==> src/verilog/husky_pkg.sv <==
package husky_pkg;

   // register bus
   localparam int REG_ADDR_W        = 8;
   localparam int REG_DATA_W        = 8;

   // shared capture FIFO
   localparam int FIFO_WORD_W       = 18;
   localparam int FIFO_DEPTH        = 16;
   localparam int FIFO_PTR_W        = 4;

   // error flash on the red LEDs
   localparam int FLASH_HALF_PERIOD = 8;
   localparam int FLASH_CNT_W       = $clog2(FLASH_HALF_PERIOD);

   // register map
   localparam logic [REG_ADDR_W-1:0] ADCREAD_ADDR      = 8'd3;  // stream, bypasses the read register
   localparam logic [REG_ADDR_W-1:0] TARGET_CTRL_ADDR  = 8'd4;
   localparam logic [REG_ADDR_W-1:0] TARGET_OUT_ADDR   = 8'd5;
   localparam logic [REG_ADDR_W-1:0] CAPTURE_CTRL_ADDR = 8'd6;
   localparam logic [REG_ADDR_W-1:0] FIFO_STATUS_ADDR  = 8'd7;  // read only

   // TARGET_CTRL bits
   localparam int TC_POWER_OFF_BIT  = 0;
   localparam int TC_AVRPROG_BIT    = 1;
   localparam int TC_DEBUG_BIT      = 2;
   localparam int TC_SWD_BIT        = 3;

   // TARGET_OUT bits
   localparam int TO_NRST_EN_BIT    = 0;
   localparam int TO_NRST_VAL_BIT   = 1;
   localparam int TO_PDID_EN_BIT    = 2;
   localparam int TO_PDID_VAL_BIT   = 3;
   localparam int TO_PDIC_EN_BIT    = 4;
   localparam int TO_PDIC_VAL_BIT   = 5;

   // CAPTURE_CTRL bits
   localparam int CC_TRACE_ON_BIT   = 0;
   localparam int CC_CLEAR_ERR_BIT  = 1;  // write-1 pulse, reads 0

   // FIFO_STATUS bits
   localparam int FS_EMPTY_BIT      = 0;
   localparam int FS_FULL_BIT       = 1;
   localparam int FS_OVERFLOW_BIT   = 2;

endpackage

==> src/verilog/ctrl_regs.sv <==
`timescale 1ns/100ps

module ctrl_regs (
   input  logic                              clk_usb_buf,
   input  logic                              reset_i,
   input  logic [husky_pkg::REG_ADDR_W-1:0]  reg_address_i,
   input  logic [husky_pkg::REG_DATA_W-1:0]  reg_write_data_i,
   input  logic                              reg_read_i,
   input  logic                              reg_write_i,
   output logic [husky_pkg::REG_DATA_W-1:0]  readback_o,
   output logic                              target_power_off_o,
   output logic                              enable_avrprog_o,
   output logic                              target_debug_o,
   output logic                              target_debug_swd_o,
   output logic                              nrst_en_o,
   output logic                              nrst_val_o,
   output logic                              pdid_en_o,
   output logic                              pdid_val_o,
   output logic                              pdic_en_o,
   output logic                              pdic_val_o,
   output logic                              trace_capture_on_o,
   output logic                              clear_errors_o
);
   import husky_pkg::*;

   logic [REG_DATA_W-1:0] target_ctrl;
   logic [REG_DATA_W-1:0] target_out;
   logic                  trace_on;

   // register writes, value applies from the next cycle
   always_ff @(posedge clk_usb_buf) begin
      if (reset_i) begin
         target_ctrl    <= REG_DATA_W'(1) << TC_POWER_OFF_BIT;  // target starts unpowered
         target_out     <= '0;
         trace_on       <= 1'b0;
         clear_errors_o <= 1'b0;
      end else begin
         clear_errors_o <= 1'b0;
         if (reg_write_i) begin
            case (reg_address_i)
               TARGET_CTRL_ADDR: target_ctrl <= reg_write_data_i;
               TARGET_OUT_ADDR:  target_out  <= reg_write_data_i;
               CAPTURE_CTRL_ADDR: begin
                  trace_on       <= reg_write_data_i[CC_TRACE_ON_BIT];
                  clear_errors_o <= reg_write_data_i[CC_CLEAR_ERR_BIT];  // one-cycle pulse
               end
               default: ;
            endcase
         end
      end
   end

   // readback is zero unless one of our addresses is being read
   always_comb begin
      readback_o = '0;
      if (reg_read_i) begin
         case (reg_address_i)
            TARGET_CTRL_ADDR:  readback_o = target_ctrl;
            TARGET_OUT_ADDR:   readback_o = target_out;
            CAPTURE_CTRL_ADDR: readback_o[CC_TRACE_ON_BIT] = trace_on;  // clear bit reads 0
            default:           readback_o = '0;
         endcase
      end
   end

   assign target_power_off_o = target_ctrl[TC_POWER_OFF_BIT];
   assign enable_avrprog_o   = target_ctrl[TC_AVRPROG_BIT];
   assign target_debug_o     = target_ctrl[TC_DEBUG_BIT];
   assign target_debug_swd_o = target_ctrl[TC_SWD_BIT];

   assign nrst_en_o          = target_out[TO_NRST_EN_BIT];
   assign nrst_val_o         = target_out[TO_NRST_VAL_BIT];
   assign pdid_en_o          = target_out[TO_PDID_EN_BIT];
   assign pdid_val_o         = target_out[TO_PDID_VAL_BIT];
   assign pdic_en_o          = target_out[TO_PDIC_EN_BIT];
   assign pdic_val_o         = target_out[TO_PDIC_VAL_BIT];

   assign trace_capture_on_o = trace_on;

endmodule

==> src/verilog/read_data_mux.sv <==
`timescale 1ns/100ps

module read_data_mux (
   input  logic                              clk_usb_buf,
   input  logic                              reset_i,
   input  logic [husky_pkg::REG_ADDR_W-1:0]  reg_address_i,
   input  logic [husky_pkg::REG_DATA_W-1:0]  ctrl_readback_i,
   input  logic [husky_pkg::REG_DATA_W-1:0]  fifo_readback_i,
   input  logic [husky_pkg::REG_DATA_W-1:0]  adc_stream_data_i,
   output logic [husky_pkg::REG_DATA_W-1:0]  read_data_o
);
   import husky_pkg::*;

   logic [REG_DATA_W-1:0] read_data_reg;

   // idle blocks return zero, so a plain OR selects the active one
   always_ff @(posedge clk_usb_buf) begin
      if (reset_i) begin
         read_data_reg <= '0;
      end else begin
         read_data_reg <= ctrl_readback_i | fifo_readback_i;
      end
   end

   // stream reads skip the register stage
   assign read_data_o = (reg_address_i == ADCREAD_ADDR) ? adc_stream_data_i : read_data_reg;

endmodule

==> src/verilog/target_pin_arbiter.sv <==
`timescale 1ns/100ps

module target_pin_arbiter (
   input  logic target_power_off_i,
   input  logic enable_avrprog_i,
   input  logic target_debug_i,
   input  logic target_debug_swd_i,
   input  logic nrst_en_i,
   input  logic nrst_val_i,
   input  logic pdid_en_i,
   input  logic pdid_val_i,
   input  logic pdic_en_i,
   input  logic pdic_val_i,
   input  logic usb_spare0_i,
   input  logic sam_mosi_i,
   input  logic sam_spck_i,
   input  logic target_miso_i,
   input  logic userio_d3_i,
   input  logic userio_d6_i,
   input  logic userio_clk_i,
   output logic target_nrst_o,
   output logic target_nrst_oe_o,
   output logic target_pdid_o,
   output logic target_pdid_oe_o,
   output logic target_pdic_o,
   output logic target_pdic_oe_o,
   output logic target_mosi_o,
   output logic target_mosi_oe_o,
   output logic target_sck_o,
   output logic target_sck_oe_o,
   output logic sam_miso_o,
   output logic sam_miso_oe_o,
   output logic target_poweron_o
);

   logic highz;
   logic swdio_host;

   assign highz      = target_power_off_i;  // never drive an unpowered target
   assign swdio_host = target_debug_i & target_debug_swd_i & ~userio_clk_i;

   // undriven pins park their value at 0
   assign target_pdid_oe_o = ~highz & (swdio_host | pdid_en_i);
   assign target_pdid_o    = highz      ? 1'b0 :
                             swdio_host ? userio_d6_i :
                             pdid_en_i  ? pdid_val_i : 1'b0;

   assign target_pdic_oe_o = ~highz & pdic_en_i;
   assign target_pdic_o    = target_pdic_oe_o & pdic_val_i;

   assign target_nrst_oe_o = ~highz & (enable_avrprog_i | nrst_en_i);
   assign target_nrst_o    = highz            ? 1'b0 :
                             enable_avrprog_i ? usb_spare0_i :
                             nrst_en_i        ? nrst_val_i : 1'b0;

   // SPI lines only for AVR programming
   assign target_mosi_oe_o = ~highz & enable_avrprog_i;
   assign target_mosi_o    = target_mosi_oe_o & sam_mosi_i;
   assign target_sck_oe_o  = ~highz & enable_avrprog_i;
   assign target_sck_o     = target_sck_oe_o & sam_spck_i;

   // MISO back to the SAM ignores target power
   assign sam_miso_oe_o    = target_debug_i | enable_avrprog_i;
   assign sam_miso_o       = target_debug_i   ? userio_d3_i :
                             enable_avrprog_i ? target_miso_i : 1'b0;

   assign target_poweron_o = ~target_power_off_i;

endmodule

==> src/verilog/capture_fifo.sv <==
`timescale 1ns/100ps

module capture_fifo (
   input  logic                               clk_usb_buf,
   input  logic                               reset_i,
   input  logic                               trace_capture_on_i,
   input  logic                               trace_fifo_wr_i,
   input  logic [husky_pkg::FIFO_WORD_W-1:0]  trace_wr_data_i,
   input  logic                               la_fifo_wr_i,
   input  logic [husky_pkg::FIFO_WORD_W-1:0]  la_wr_data_i,
   input  logic                               trace_fifo_flush_i,
   input  logic                               la_fifo_flush_i,
   input  logic                               fifo_read_i,
   input  logic                               clear_errors_i,
   input  logic [husky_pkg::REG_ADDR_W-1:0]   reg_address_i,
   input  logic                               reg_read_i,
   output logic [husky_pkg::FIFO_WORD_W-1:0]  fifo_out_data_o,
   output logic                               fifo_empty_o,
   output logic                               fifo_full_o,
   output logic                               fifo_error_o,
   output logic [husky_pkg::REG_DATA_W-1:0]   readback_o
);
   import husky_pkg::*;

   logic                   src_wr;
   logic [FIFO_WORD_W-1:0] src_data;
   logic                   flush;
   logic                   do_wr;
   logic                   do_rd;
   logic [FIFO_WORD_W-1:0] mem [FIFO_DEPTH];
   logic [FIFO_PTR_W-1:0]  wr_ptr;
   logic [FIFO_PTR_W-1:0]  rd_ptr;
   logic [FIFO_PTR_W:0]    count;
   logic                   overflow;

   // trace owns the FIFO while its capture is on, LA otherwise
   assign src_wr   = trace_capture_on_i ? trace_fifo_wr_i : la_fifo_wr_i;
   assign src_data = trace_capture_on_i ? trace_wr_data_i : la_wr_data_i;
   assign flush    = trace_fifo_flush_i | la_fifo_flush_i;

   assign fifo_empty_o = (count == '0);
   assign fifo_full_o  = (count == (FIFO_PTR_W + 1)'(FIFO_DEPTH));
   assign do_wr        = src_wr & ~fifo_full_o;      // word dropped when full
   assign do_rd        = fifo_read_i & ~fifo_empty_o;

   always_ff @(posedge clk_usb_buf) begin
      if (do_wr) begin
         mem[wr_ptr] <= src_data;
      end
   end

   always_ff @(posedge clk_usb_buf) begin
      if (reset_i || flush) begin
         wr_ptr <= '0;
         rd_ptr <= '0;
         count  <= '0;
      end else begin
         if (do_wr) begin
            wr_ptr <= wr_ptr + 1'b1;
         end
         if (do_rd) begin
            rd_ptr <= rd_ptr + 1'b1;
         end
         case ({do_wr, do_rd})
            2'b10:   count <= count + 1'b1;
            2'b01:   count <= count - 1'b1;
            default: ;  // idle, or push and pop together
         endcase
      end
   end

   // sticky until software clears it, flush leaves it alone
   always_ff @(posedge clk_usb_buf) begin
      if (reset_i) begin
         overflow <= 1'b0;
      end else if (src_wr && fifo_full_o) begin
         overflow <= 1'b1;
      end else if (clear_errors_i) begin
         overflow <= 1'b0;
      end
   end

   assign fifo_out_data_o = mem[rd_ptr];  // first-word fall-through
   assign fifo_error_o    = overflow;

   always_comb begin
      readback_o = '0;
      if (reg_read_i && (reg_address_i == FIFO_STATUS_ADDR)) begin
         readback_o[FS_EMPTY_BIT]    = fifo_empty_o;
         readback_o[FS_FULL_BIT]     = fifo_full_o;
         readback_o[FS_OVERFLOW_BIT] = overflow;
      end
   end

endmodule

==> src/verilog/error_led.sv <==
`timescale 1ns/100ps

module error_led (
   input  logic clk_usb_buf,
   input  logic reset_i,
   input  logic fifo_error_i,
   input  logic pll_status_i,
   input  logic led_glitch_i,
   output logic led_adc_o,
   output logic led_glitch_o
);
   import husky_pkg::*;

   logic [FLASH_CNT_W-1:0] flash_cnt;
   logic                   flash_pattern;

   // free-running, flips the pattern every half period
   always_ff @(posedge clk_usb_buf) begin
      if (reset_i) begin
         flash_cnt     <= '0;
         flash_pattern <= 1'b0;
      end else if (flash_cnt == FLASH_CNT_W'(FLASH_HALF_PERIOD - 1)) begin
         flash_cnt     <= '0;
         flash_pattern <= ~flash_pattern;
      end else begin
         flash_cnt     <= flash_cnt + 1'b1;
      end
   end

   // fast-flash both red LEDs on an internal error
   assign led_adc_o    = fifo_error_i ? flash_pattern : ~pll_status_i;
   assign led_glitch_o = fifo_error_i ? flash_pattern : led_glitch_i;

endmodule

==> src/verilog/husky_glue_top.sv <==
`timescale 1ns/100ps

module husky_glue_top (
   input  logic                                clk_usb_buf,
   input  logic                                reset_i,

   input  logic [husky_pkg::REG_ADDR_W-1:0]    reg_address_i,
   input  logic [husky_pkg::REG_DATA_W-1:0]    reg_write_data_i,
   input  logic                                reg_read_i,
   input  logic                                reg_write_i,
   output logic [husky_pkg::REG_DATA_W-1:0]    read_data_o,
   input  logic [husky_pkg::REG_DATA_W-1:0]    adc_stream_data_i,

   input  logic                                trace_fifo_wr_i,
   input  logic [husky_pkg::FIFO_WORD_W-1:0]   trace_wr_data_i,
   input  logic                                la_fifo_wr_i,
   input  logic [husky_pkg::FIFO_WORD_W-1:0]   la_wr_data_i,
   input  logic                                trace_fifo_flush_i,
   input  logic                                la_fifo_flush_i,
   input  logic                                fifo_read_i,
   output logic [husky_pkg::FIFO_WORD_W-1:0]   fifo_out_data_o,
   output logic                                fifo_empty_o,
   output logic                                fifo_full_o,

   input  logic                                pll_status_i,
   input  logic                                led_glitch_i,
   output logic                                led_adc_o,
   output logic                                led_glitch_o,

   input  logic                                usb_spare0_i,
   input  logic                                sam_mosi_i,
   input  logic                                sam_spck_i,
   input  logic                                target_miso_i,
   input  logic                                userio_d3_i,
   input  logic                                userio_d6_i,
   input  logic                                userio_clk_i,

   // bidirectional target pins split into value and output enable
   output logic                                target_nrst_o,
   output logic                                target_nrst_oe_o,
   output logic                                target_pdid_o,
   output logic                                target_pdid_oe_o,
   output logic                                target_pdic_o,
   output logic                                target_pdic_oe_o,
   output logic                                target_mosi_o,
   output logic                                target_mosi_oe_o,
   output logic                                target_sck_o,
   output logic                                target_sck_oe_o,
   output logic                                sam_miso_o,
   output logic                                sam_miso_oe_o,
   output logic                                target_poweron_o
);
   import husky_pkg::*;

   logic [REG_DATA_W-1:0] ctrl_readback;
   logic [REG_DATA_W-1:0] fifo_readback;
   logic                  target_power_off;
   logic                  enable_avrprog;
   logic                  target_debug;
   logic                  target_debug_swd;
   logic                  nrst_en;
   logic                  nrst_val;
   logic                  pdid_en;
   logic                  pdid_val;
   logic                  pdic_en;
   logic                  pdic_val;
   logic                  trace_capture_on;
   logic                  clear_errors;
   logic                  fifo_error;

   ctrl_regs u_ctrl_regs (
      .clk_usb_buf        (clk_usb_buf),
      .reset_i            (reset_i),
      .reg_address_i      (reg_address_i),
      .reg_write_data_i   (reg_write_data_i),
      .reg_read_i         (reg_read_i),
      .reg_write_i        (reg_write_i),
      .readback_o         (ctrl_readback),
      .target_power_off_o (target_power_off),
      .enable_avrprog_o   (enable_avrprog),
      .target_debug_o     (target_debug),
      .target_debug_swd_o (target_debug_swd),
      .nrst_en_o          (nrst_en),
      .nrst_val_o         (nrst_val),
      .pdid_en_o          (pdid_en),
      .pdid_val_o         (pdid_val),
      .pdic_en_o          (pdic_en),
      .pdic_val_o         (pdic_val),
      .trace_capture_on_o (trace_capture_on),
      .clear_errors_o     (clear_errors)
   );

   read_data_mux u_read_data_mux (
      .clk_usb_buf        (clk_usb_buf),
      .reset_i            (reset_i),
      .reg_address_i      (reg_address_i),
      .ctrl_readback_i    (ctrl_readback),
      .fifo_readback_i    (fifo_readback),
      .adc_stream_data_i  (adc_stream_data_i),
      .read_data_o        (read_data_o)
   );

   target_pin_arbiter u_target_pin_arbiter (
      .target_power_off_i (target_power_off),
      .enable_avrprog_i   (enable_avrprog),
      .target_debug_i     (target_debug),
      .target_debug_swd_i (target_debug_swd),
      .nrst_en_i          (nrst_en),
      .nrst_val_i         (nrst_val),
      .pdid_en_i          (pdid_en),
      .pdid_val_i         (pdid_val),
      .pdic_en_i          (pdic_en),
      .pdic_val_i         (pdic_val),
      .usb_spare0_i       (usb_spare0_i),
      .sam_mosi_i         (sam_mosi_i),
      .sam_spck_i         (sam_spck_i),
      .target_miso_i      (target_miso_i),
      .userio_d3_i        (userio_d3_i),
      .userio_d6_i        (userio_d6_i),
      .userio_clk_i       (userio_clk_i),
      .target_nrst_o      (target_nrst_o),
      .target_nrst_oe_o   (target_nrst_oe_o),
      .target_pdid_o      (target_pdid_o),
      .target_pdid_oe_o   (target_pdid_oe_o),
      .target_pdic_o      (target_pdic_o),
      .target_pdic_oe_o   (target_pdic_oe_o),
      .target_mosi_o      (target_mosi_o),
      .target_mosi_oe_o   (target_mosi_oe_o),
      .target_sck_o       (target_sck_o),
      .target_sck_oe_o    (target_sck_oe_o),
      .sam_miso_o         (sam_miso_o),
      .sam_miso_oe_o      (sam_miso_oe_o),
      .target_poweron_o   (target_poweron_o)
   );

   capture_fifo u_capture_fifo (
      .clk_usb_buf        (clk_usb_buf),
      .reset_i            (reset_i),
      .trace_capture_on_i (trace_capture_on),
      .trace_fifo_wr_i    (trace_fifo_wr_i),
      .trace_wr_data_i    (trace_wr_data_i),
      .la_fifo_wr_i       (la_fifo_wr_i),
      .la_wr_data_i       (la_wr_data_i),
      .trace_fifo_flush_i (trace_fifo_flush_i),
      .la_fifo_flush_i    (la_fifo_flush_i),
      .fifo_read_i        (fifo_read_i),
      .clear_errors_i     (clear_errors),
      .reg_address_i      (reg_address_i),
      .reg_read_i         (reg_read_i),
      .fifo_out_data_o    (fifo_out_data_o),
      .fifo_empty_o       (fifo_empty_o),
      .fifo_full_o        (fifo_full_o),
      .fifo_error_o       (fifo_error),
      .readback_o         (fifo_readback)
   );

   error_led u_error_led (
      .clk_usb_buf        (clk_usb_buf),
      .reset_i            (reset_i),
      .fifo_error_i       (fifo_error),
      .pll_status_i       (pll_status_i),
      .led_glitch_i       (led_glitch_i),
      .led_adc_o          (led_adc_o),
      .led_glitch_o       (led_glitch_o)
   );

endmodule

==> config.mk <==
export PLATFORM = sky130hd
export DESIGN_NAME = husky_glue_top
export DESIGN_NICKNAME = d
export VERILOG_FILES = /design/src/verilog/husky_pkg.sv /design/src/verilog/ctrl_regs.sv /design/src/verilog/read_data_mux.sv /design/src/verilog/target_pin_arbiter.sv /design/src/verilog/capture_fifo.sv /design/src/verilog/error_led.sv /design/src/verilog/husky_glue_top.sv
export SDC_FILE = /design/constraint.sdc
export NUM_CORES = 1
export LEC_CHECK = 0
export BUFFER_PORTS_ARGS = -buffer_cell sky130_fd_sc_hd__buf_2
export CAP_MARGIN = 15
export CORE_UTILIZATION = 35
export CTS_CLUSTER_SIZE = 30
export DETAILED_ROUTE_END_ITERATION = 6
export SLEW_MARGIN = 20
export SYNTH_ARGS = -nofsm -noshare
export SYNTH_HDL_FRONTEND = slang
export SYNTH_HIERARCHICAL = 1
export SYNTH_SLANG_ARGS = --single-unit
export TNS_END_PERCENT = 100
==> constraint.sdc <==
create_clock -name clk_usb_buf -period 2.85 [get_ports clk_usb_buf]
set_input_delay 0.285 -clock clk_usb_buf [delete_from_list [all_inputs] [get_ports clk_usb_buf]]
set_output_delay 0.285 -clock clk_usb_buf [all_outputs]
set_load 0.01 [all_outputs]
## Yosys cells after proc, flatten, opt, wreduce, memory -nomap -nowiden

Memories as Yosys holds them, arrays and structs flattened. A register that Yosys moved wholly into a read port is not among the register bits.
Cells that the tools add are included.

- $add $sub $neg: 5
- Eq/ne operators: 9
- Multiplexer cells: 24
- Bitwise operators: 24
- Reduce and logical (&&, ||, !) cells: 11

Operator list:

| cell | number |
|---|---|
| $eq 8x3->1 const B | 4 |
| $mux 18 | 1 |
| $mux 8 | 2 |
| $mux 1 | 15 |
| $pmux 7 s2 | 1 |
| $and 1x1->1 | 11 |
| $pmux 5 s2 | 1 |
| $add 4x1->4 const B | 2 |
| $eq 8x2->1 const B | 1 |
| $mux 4 | 2 |
| $not 1->1 | 8 |
| $or 8x3->8 | 1 |
| $reduce_and 2->1 | 3 |
| $add 5x1->5 const B | 1 |
| $eq 5x5->1 const B | 1 |
| $logic_not 5->1 | 1 |
| $sub 5x1->5 const B | 1 |
| $or 1x1->1 | 4 |
| $reduce_bool 2->1 | 2 |
| $add 3x1->3 const B | 1 |
| $eq 3x3->1 const B | 1 |
| $mux 3 | 1 |
| $pmux 1 s3 | 1 |
| $reduce_or 3->1 | 1 |
| other kinds (5) | 6 |

- Flip-flop bits (word level): 44
- RAM bits: 288
- Input bits: 78
- Output and inout bits: 43
- Word-level logic and storage cells: 85
- Memories kept: 1

Memories:

| name | words | width | rd ports | clocked after memory_dff | wr ports | line | text |
|---|---|---|---|---|---|---|---|
| u_capture_fifo.mem | 16 | 18 | 1 | 1 | 1 | capture_fifo.sv:30 | `logic [FIFO_WORD_W-1:0] mem [FIFO_DEPTH];` |

## Logic depth before layout (Yosys ltp)

Gate-level depths: netlist (run 1).

- Depth in word-level cells: 5
- Mapped depth: 12

## By module

The synthesis (run 1) kept the hierarchy.

Modules (own cells, without submodules):

| module | times used | cells an instance | area each (um^2) |
|---|---|---|---|
| capture_fifo | 1 | 558 | 12090.3 |
| ctrl_regs | 1 | 96 | 940.9 |
| read_data_mux | 1 | 36 | 342.8 |
| error_led | 1 | 14 | 162.7 |
| target_pin_arbiter | 1 | 22 | 130.1 |

## Worst setup path before layout (run 1)

Ideal clock, no wire load.

- Path kind: reg2reg
- Start: register u_capture_fifo.count[2]
- End: memory u_capture_fifo.mem[3][0] (enable)
- Setup time: 0.416 ns
- Arrival: 2.394 ns
- Data required time: 2.434 ns
- Path slack: 0.040 ns
- Cell stages (with the launch flop): 6
- Buffers on the path: 1
- Clock period less this slack: 2.810 ns
- Path through: dfxtp_1 > clkbuf_1 > nor4_2 > a21oi_2 > nand2_1 > nor3_1

- Longest elaborated chain between the ends: 5

RTL lines:

| what | line | text |
|---|---|---|
| start, declared | capture_fifo.sv:33 | `logic [FIFO_PTR_W:0] count;` |
| start signal, assigned | capture_fifo.sv:65 | `2'b10: count <= count + 1'b1;` |
| start signal, assigned | capture_fifo.sv:66 | `2'b01: count <= count - 1'b1;` |
| $eq 5x5->1 | capture_fifo.sv:42 | `assign fifo_full_o = (count == (FIFO_PTR_W + 1)'(FIFO_DEPTH));` |
| $not 1->1 | capture_fifo.sv:43 | `assign do_wr = src_wr & ~fifo_full_o;` |
| $and 1x1->1 | capture_fifo.sv:43 |  |
| $mux 1 | capture_fifo.sv:47 | `if (do_wr) begin` |
| $mux 1 (implied by the code) | capture_fifo.sv:48 | `mem[wr_ptr] <= src_data;` |
| end, declared | capture_fifo.sv:30 |  |

Every way passes these cells.

==> results of run 1 <==
[critical path, cell delays in order, from the launching register on]
cell,delay (ns)
dfxtp_4,0.50
buf_12,0.25
mux4_2,0.57
mux4_2,0.47
buf_2,0.16
[cell families after synthesis]
logic type / Yosys count
simple gates: 145
other cells: 1
buf+inv: 56
fa+ha+maj: 10
mux: 146
xor+xnor: 12
compound gates: 20
flops: 336
[per-layer routing]
metal,vias to the layer above,track usage [%],routed length [um]
li1,3194,-,-
met1,3607,19.5,12600
met2,232,25.5,14400
met3,32,2.53,1840
met4,0,3.45,441
met5,-,0,0
[power breakdown]
part / switching [mW] / internal [mW] / leakage [nW]
combinational: 0.175 / 0.135 / 1.90
clock: 1.90 / 3.18 / 0.646
sequential: 0.00977 / 5.36 / 2.99
[timing repair]
action / in CTS / in global routing
gates cloned: 0 / 1
buffers inserted: 0 / 4
setup endpoints to repair: 2 / 8
resized for setup: 0 / 2
hold buffers: 0 / 0
[synthesized netlist by cell type, types with 2 or more instances]
cell      number
xor2_1         9
nor4b_1        2
and2_1         3
or4_4          3
buf_1          2
nand3b_1       4
edfxtp_1     288
mux2_2        27
mux4_2        90
nand2b_1      28
nor2b_2        2
nor3_1         6
buf_2         10
ha_1          10
a21oi_1        5
nor2_1        62
dfxtp_1       48
nand2_1       15
buf_6          3
clkbuf_1      21
xnor2_1        3
buf_4          6
inv_1         13
a21oi_2        2
nor3b_1        4
o21ai_0        4
nand4_1        4
nor4_2         2
mux2i_1       28
or3_1          2
or4_1          2
[final timing paths]
check        slack, ns                     start                          to  depth (start not counted)
max                0.1                 flip-flop         fifo_out_data_o[17]                          4
min               0.07       reg_write_data_i[3]  u_ctrl_regs/target_ctrl[3]                          3
max reg2reg       0.21   u_capture_fifo/count[1]     u_capture_fifo/count[4]                         10
min reg2reg       0.43  u_error_led/flash_cnt[0]    u_error_led/flash_cnt[0]                          1
[layout make-up]
| type | count | area (um2) | share of cell area, % |
|---|---|---|---|
| flip-flops and latches | 336 | 9620 | 58.3 |
| well taps | 518 | 648 | 3.93 |
| clock buffers | 41 | 962 | 5.83 |
| repair buffers | 158 | 1000 | 6.08 |
| inverters | 14 | 52.6 | 0.319 |
| multi-input cells | 338 | 3850 | 23.4 |
| clock inverters | 27 | 354 | 2.15 |
==> impl_metrics.csv, run 1 <==
group,metric,value,unit
drt,route.detailed.drc,0,
floorplanning,fp.dieH,200,um
timing,fin_crit_sh,96.5,%
grt,grt_usage,14.8,%
logic_synthesis,synth_compound_area_share,1.02,%
grt,antenna_found_initial,0,
logic_synthesis,yosys.area.top_type_share,63.3,%
flow_run,maxCapViolCount,0,
grt,grt_pass1_vias,7240,
logic_synthesis,syn-mean-instance-area,18.8,um2
final_layout,drive_above_1_share,39.9,%
drt,drt-initial-drc-count,411,
drt,ant_nets,0,
final_layout,final_area,16500,um2
final_layout,antennaDiodeCount,0,
pwr,ir_drop,0.378,mV
floorplanning,num_rows,72,
final_layout,finalNetCount,973,
cts,cts_root_buffer,"clkbuf_16",
logic_synthesis,synthFlopType,"edfxtp_1",
grt,grt_pass1_wl,43500,um
place,place.gp.congestion,0.749,
logic_synthesis,netlist_top_cells_area,"edfxtp_1, mux4_2, dfxtp_1",
drt,routed_wl,29400,um
floorplanning,io_pins,121,
timing,slew_headroom,48.4,%
place,dp_hpwl,17900,um
final_layout,top_register,"u_capture_fifo/mem",
worst_setup_path,worst_setup_path_start_kind,"flip-flop",
place,dpl_worst_slack,0.227,ns
pwr,power.density,653,nW/um2
cts,clk_pin_slew,0.05,ns
worst_setup_path,cp_max_fo,22,
pwr,total_power,10.8,mW
logic_synthesis,synth_top_family_by_area,"multiplexers",
cts,cts.htree.levels,2,
final_layout,layout-area-overhead-vs-synth,20.7,%
worst_setup_path,cp.arrival,2.47,ns
floorplanning,core-area,38600,um2
worst_setup_path,end_kind,"output port",
cts,clkLatencyLatePin,0.52,ns
place,place_inst,1359,
floorplanning,start_util,35.4,%
logic_synthesis,yosys.area.top_type,"edfxtp_1",
grt,grt_max_degree,41,
place,portBuffers,120,
floorplanning,dieArea,39800,um2
worst_setup_path,required,2.57,ns
logic_synthesis,synth-adder-area-share,0.915,%
logic_synthesis,ys_seq_area_share,70.3,%
logic_synthesis,synthSimpleGateAreaFrac,5.73,%
timing,maxSlewViolCount,0,
timing,clock_skew,0.0241,ns
timing,timing.final.ws_setup,0.0996,ns
cts,cts_tree,"done",
drt,drt_pass1_iterations,4,
hold_path,hold_path_class,"input port to flip-flop",
place,placed_area,15100,um2
grt,grt-ovfl-total,0,
timing,max_freq,364,MHz
cts,cts_buffers,37,
timing,hold_ws,0.0709,ns
logic_synthesis,yosysUniqueCellTypes,49,
floorplanning,die_w,200,um
logic_synthesis,synth-seq-cells,336,
outcome,status,"finished, final reports clean",
timing,min_period,2.75,ns
final_layout,largest_reg_flops,288,
final_layout,fin_cells,1432,
timing,worst_slew_pin_slew,0.768,ns
logic_synthesis,syn_area,13700,um2
logic_synthesis,yosysWarnings,6,
final_layout,final_util,42.8,%
drt,viasPerCell,4.93,
drt,wl_per_cell,20.5,um
worst_setup_path,critPathKind,"flip-flop to output port",
logic_synthesis,synth-edff-count,288,
drt,vias,7065,
cts,clock_path_buffers,3,
logic_synthesis,synthArstFlopShare,0,%
timing,finalSetupViolations,0,
cts,clock_sinks,336,
final_layout,fillers,3467,
final_layout,layout_common_cells,"edfxtp_1, buf_2, mux4_2",
timing,tns,0,ns
logic_synthesis,synthMuxAreaShare,19.3,%
pwr,leakage,5.54,nW
logic_synthesis,syn_inst,726,
timing,rsz0062_at_grt,"no",
final_layout,layout_commonest_cell,"edfxtp_1",
timing,hold_viol_final,0,
logic_synthesis,synth-xor-area-share,0.769,%
Power figures use the tool's default switching activity.
==> run 2, diff against run 1 <==
SYNTH_HIERARCHICAL = unset   (was 1)
==> impl_metrics.csv, run 2 <==
group,metric,value,unit
outcome,status,"finished, final reports clean",
logic_synthesis,syn_area,13600,um2
place,dp_hpwl,16500,um
cts,clkLatencyLatePin,0.53,ns
pwr,total_power,10.2,mW
drt,drt-initial-drc-count,408,
logic_synthesis,yosysWarnings,0,
worst_setup_path,cp.arrival,2.47,ns
final_layout,fin_cells,1397,
timing,max_freq,364,MHz
timing,maxSlewViolCount,0,
timing,worst_slew_pin_slew,0.658,ns
worst_setup_path,cp_max_fo,19,
grt,grt_pass1_wl,43400,um
timing,hold_ws,0.0605,ns
logic_synthesis,ys_seq_area_share,70.8,%
logic_synthesis,synthesis.nets,786,
grt,antenna_found_initial,1,
cts,clk_pin_slew,0.06,ns
drt,routed_wl,28900,um
logic_synthesis,yosysUniqueCellTypes,52,
cts,cts_buffers,36,
drt,drt_pass1_iterations,4,
grt,grt_usage,15.1,%
final_layout,layout_common_cells,"edfxtp_1, buf_2, mux4_2",
cts,cts_root_buffer,"clkbuf_16",
logic_synthesis,syn-mean-instance-area,19.5,um2
floorplanning,core-area,37900,um2
final_layout,fillers,3363,
logic_synthesis,syn_inst,697,
grt,grt-ovfl-total,0,
final_layout,drive_above_1_share,38.6,%
final_layout,multi_input_area,3780,um2
final_layout,antennaDiodeCount,0,
timing,fin_crit_sh,96.5,%
worst_setup_path,worst_setup_path_start_kind,"flip-flop",
cts,holdBufCountCts,0,
logic_synthesis,synth_most_common_cell,"edfxtp_1",
cts,cts.htree.levels,2,
timing,slew_headroom,56.1,%
worst_setup_path,critPathKind,"flip-flop to output port",
logic_synthesis,yosys.area.top_type,"edfxtp_1",
floorplanning,io_pins,121,
worst_setup_path,required,2.57,ns
place,place.gp.congestion,0.754,
floorplanning,dieArea,39600,um2
floorplanning,die_w,199,um
logic_synthesis,synth-seq-cells,336,
timing,tns,0,ns
pwr,power.density,631,nW/um2
cts,clock_path_buffers,3,
hold_path,hold_path_class,"input port to flip-flop",
logic_synthesis,synthArstFlopShare,0,%
drt,wl_per_cell,20.7,um
pwr,ir_drop,0.377,mV
floorplanning,fp.dieH,199,um
cts,cts_tree,"done",
drt,vias,6869,
floorplanning,start_util,35.8,%
logic_synthesis,synthFlopType,"edfxtp_1",
timing,finalSetupViolations,0,
grt,grt_pass1_vias,7159,
drt,ant_nets,0,
timing,clock_skew,0.0133,ns
final_layout,finalNetCount,947,
final_layout,largest_reg_flops,288,
pwr,leakage,5.48,nW
final_layout,top_register,"u_capture_fifo.mem",
logic_synthesis,synth-edff-count,288,
cts,clock_sinks,336,
logic_synthesis,synth_commonest_cells,"edfxtp_1, mux4_2, dfxtp_1",
floorplanning,num_rows,71,
place,place_inst,1328,
drt,route.detailed.drc,0,
timing,hold_viol_final,0,
timing,min_period,2.75,ns
worst_setup_path,end_kind,"output port",
drt,viasPerCell,4.92,
logic_synthesis,netlist_top_cells_area,"edfxtp_1, mux4_2, dfxtp_1",
flow_run,maxCapViolCount,0,
place,portBuffers,120,
logic_synthesis,yosys.area.top_type_share,63.7,%
final_layout,layout-area-overhead-vs-synth,19.3,%
final_layout,layout_commonest_cell,"edfxtp_1",
timing,rsz0062_at_grt,"no",
final_layout,final_util,42.7,%
final_layout,register_area,9620,um2
grt,grt_max_degree,36,
==> run 2: changes by cell type in the layout (fill, tap and decap cells not counted), moves of 5 or more <==
cell,change
nor2_2,-12
nor2b_1,+7
nand2_1,-5
nor2_1,-18
buf_4,+5
and3_1,+14
conb_1,-5
==> run 2: worst paths after layout <==
| path | slack, ns | to | depth (start not counted) | startpoint |
|---|---|---|---|---|
| min reg2reg | 0.44 | u_error_led.flash_cnt[0] | 1 | u_error_led.flash_cnt[0] |
| max reg2reg | 0.18 | u_capture_fifo.count[4] | 10 | u_capture_fifo.count[3] |
| max | 0.1 | fifo_out_data_o[4] | 4 | flip-flop |
| min | 0.06 | u_ctrl_regs.target_out[3] | 3 | reg_write_data_i[3] |
==> run 2: through the flow <==
step           setup slack, ns  instance area, um2
6_report                0.0991               16200
5_1_grt               0.000390               16200
4_1_cts                 0.0520               16200
3_5_place_dp             0.110               15000
3_3_place_gp             0.154               15000
2_1_floorplan           0.0159               13600
==> run 2: logic make-up after synthesis <==
kind of cell / synth area share [%]
AO/OA/AOI/OAI: 1.34
XOR/XNOR: 0.581
adder cells (fa/ha/maj): 1.01
buffers and inverters: 1.45
flip-flops: 70.8
multiplexers: 19.5
AND/OR/NAND/NOR: 5.30
==> run 2: repair_timing <==
action / in CTS / in global routing
buffers inserted: 3 / 0
gates resized for setup: 0 / 1
hold endpoints to repair: 0 / 0
setup endpoints to repair: 3 / 1
==> run 2: worst max-delay path: stages, from the launching register on <==
cell	delay (ns)
dfxtp_4	0.46
buf_12	0.23
mux4_2	0.53
mux4_2	0.54
buf_2	0.17
==> run 2: cell type report <==
type,count,share of cell area (%)
Tap cell,511,3.95
Multi-Input combinational cell,316,23.4
Clock inverter,24,1.47
Timing Repair Buffer,159,5.90
Inverter,9,0.209
Clock buffer,42,5.70
Sequential cell,336,59.4
==> run 2: power by group <==
part	internal [mW]	switching [mW]	total [mW]
registers	5.36	0.00751	5.36
logic	0.129	0.160	0.289
clock network	2.70	1.86	4.57
==> run 2: per-layer routing <==
layer / track usage, % / up-vias / share of wire [%]
met5: 0 / - / 0
met4: 3.82 / 0 / 1.7
met3: 2.46 / 33 / 4.8
met2: 26.3 / 208 / 50
met1: 19.5 / 3490 / 43
li1: - / 3138 / -
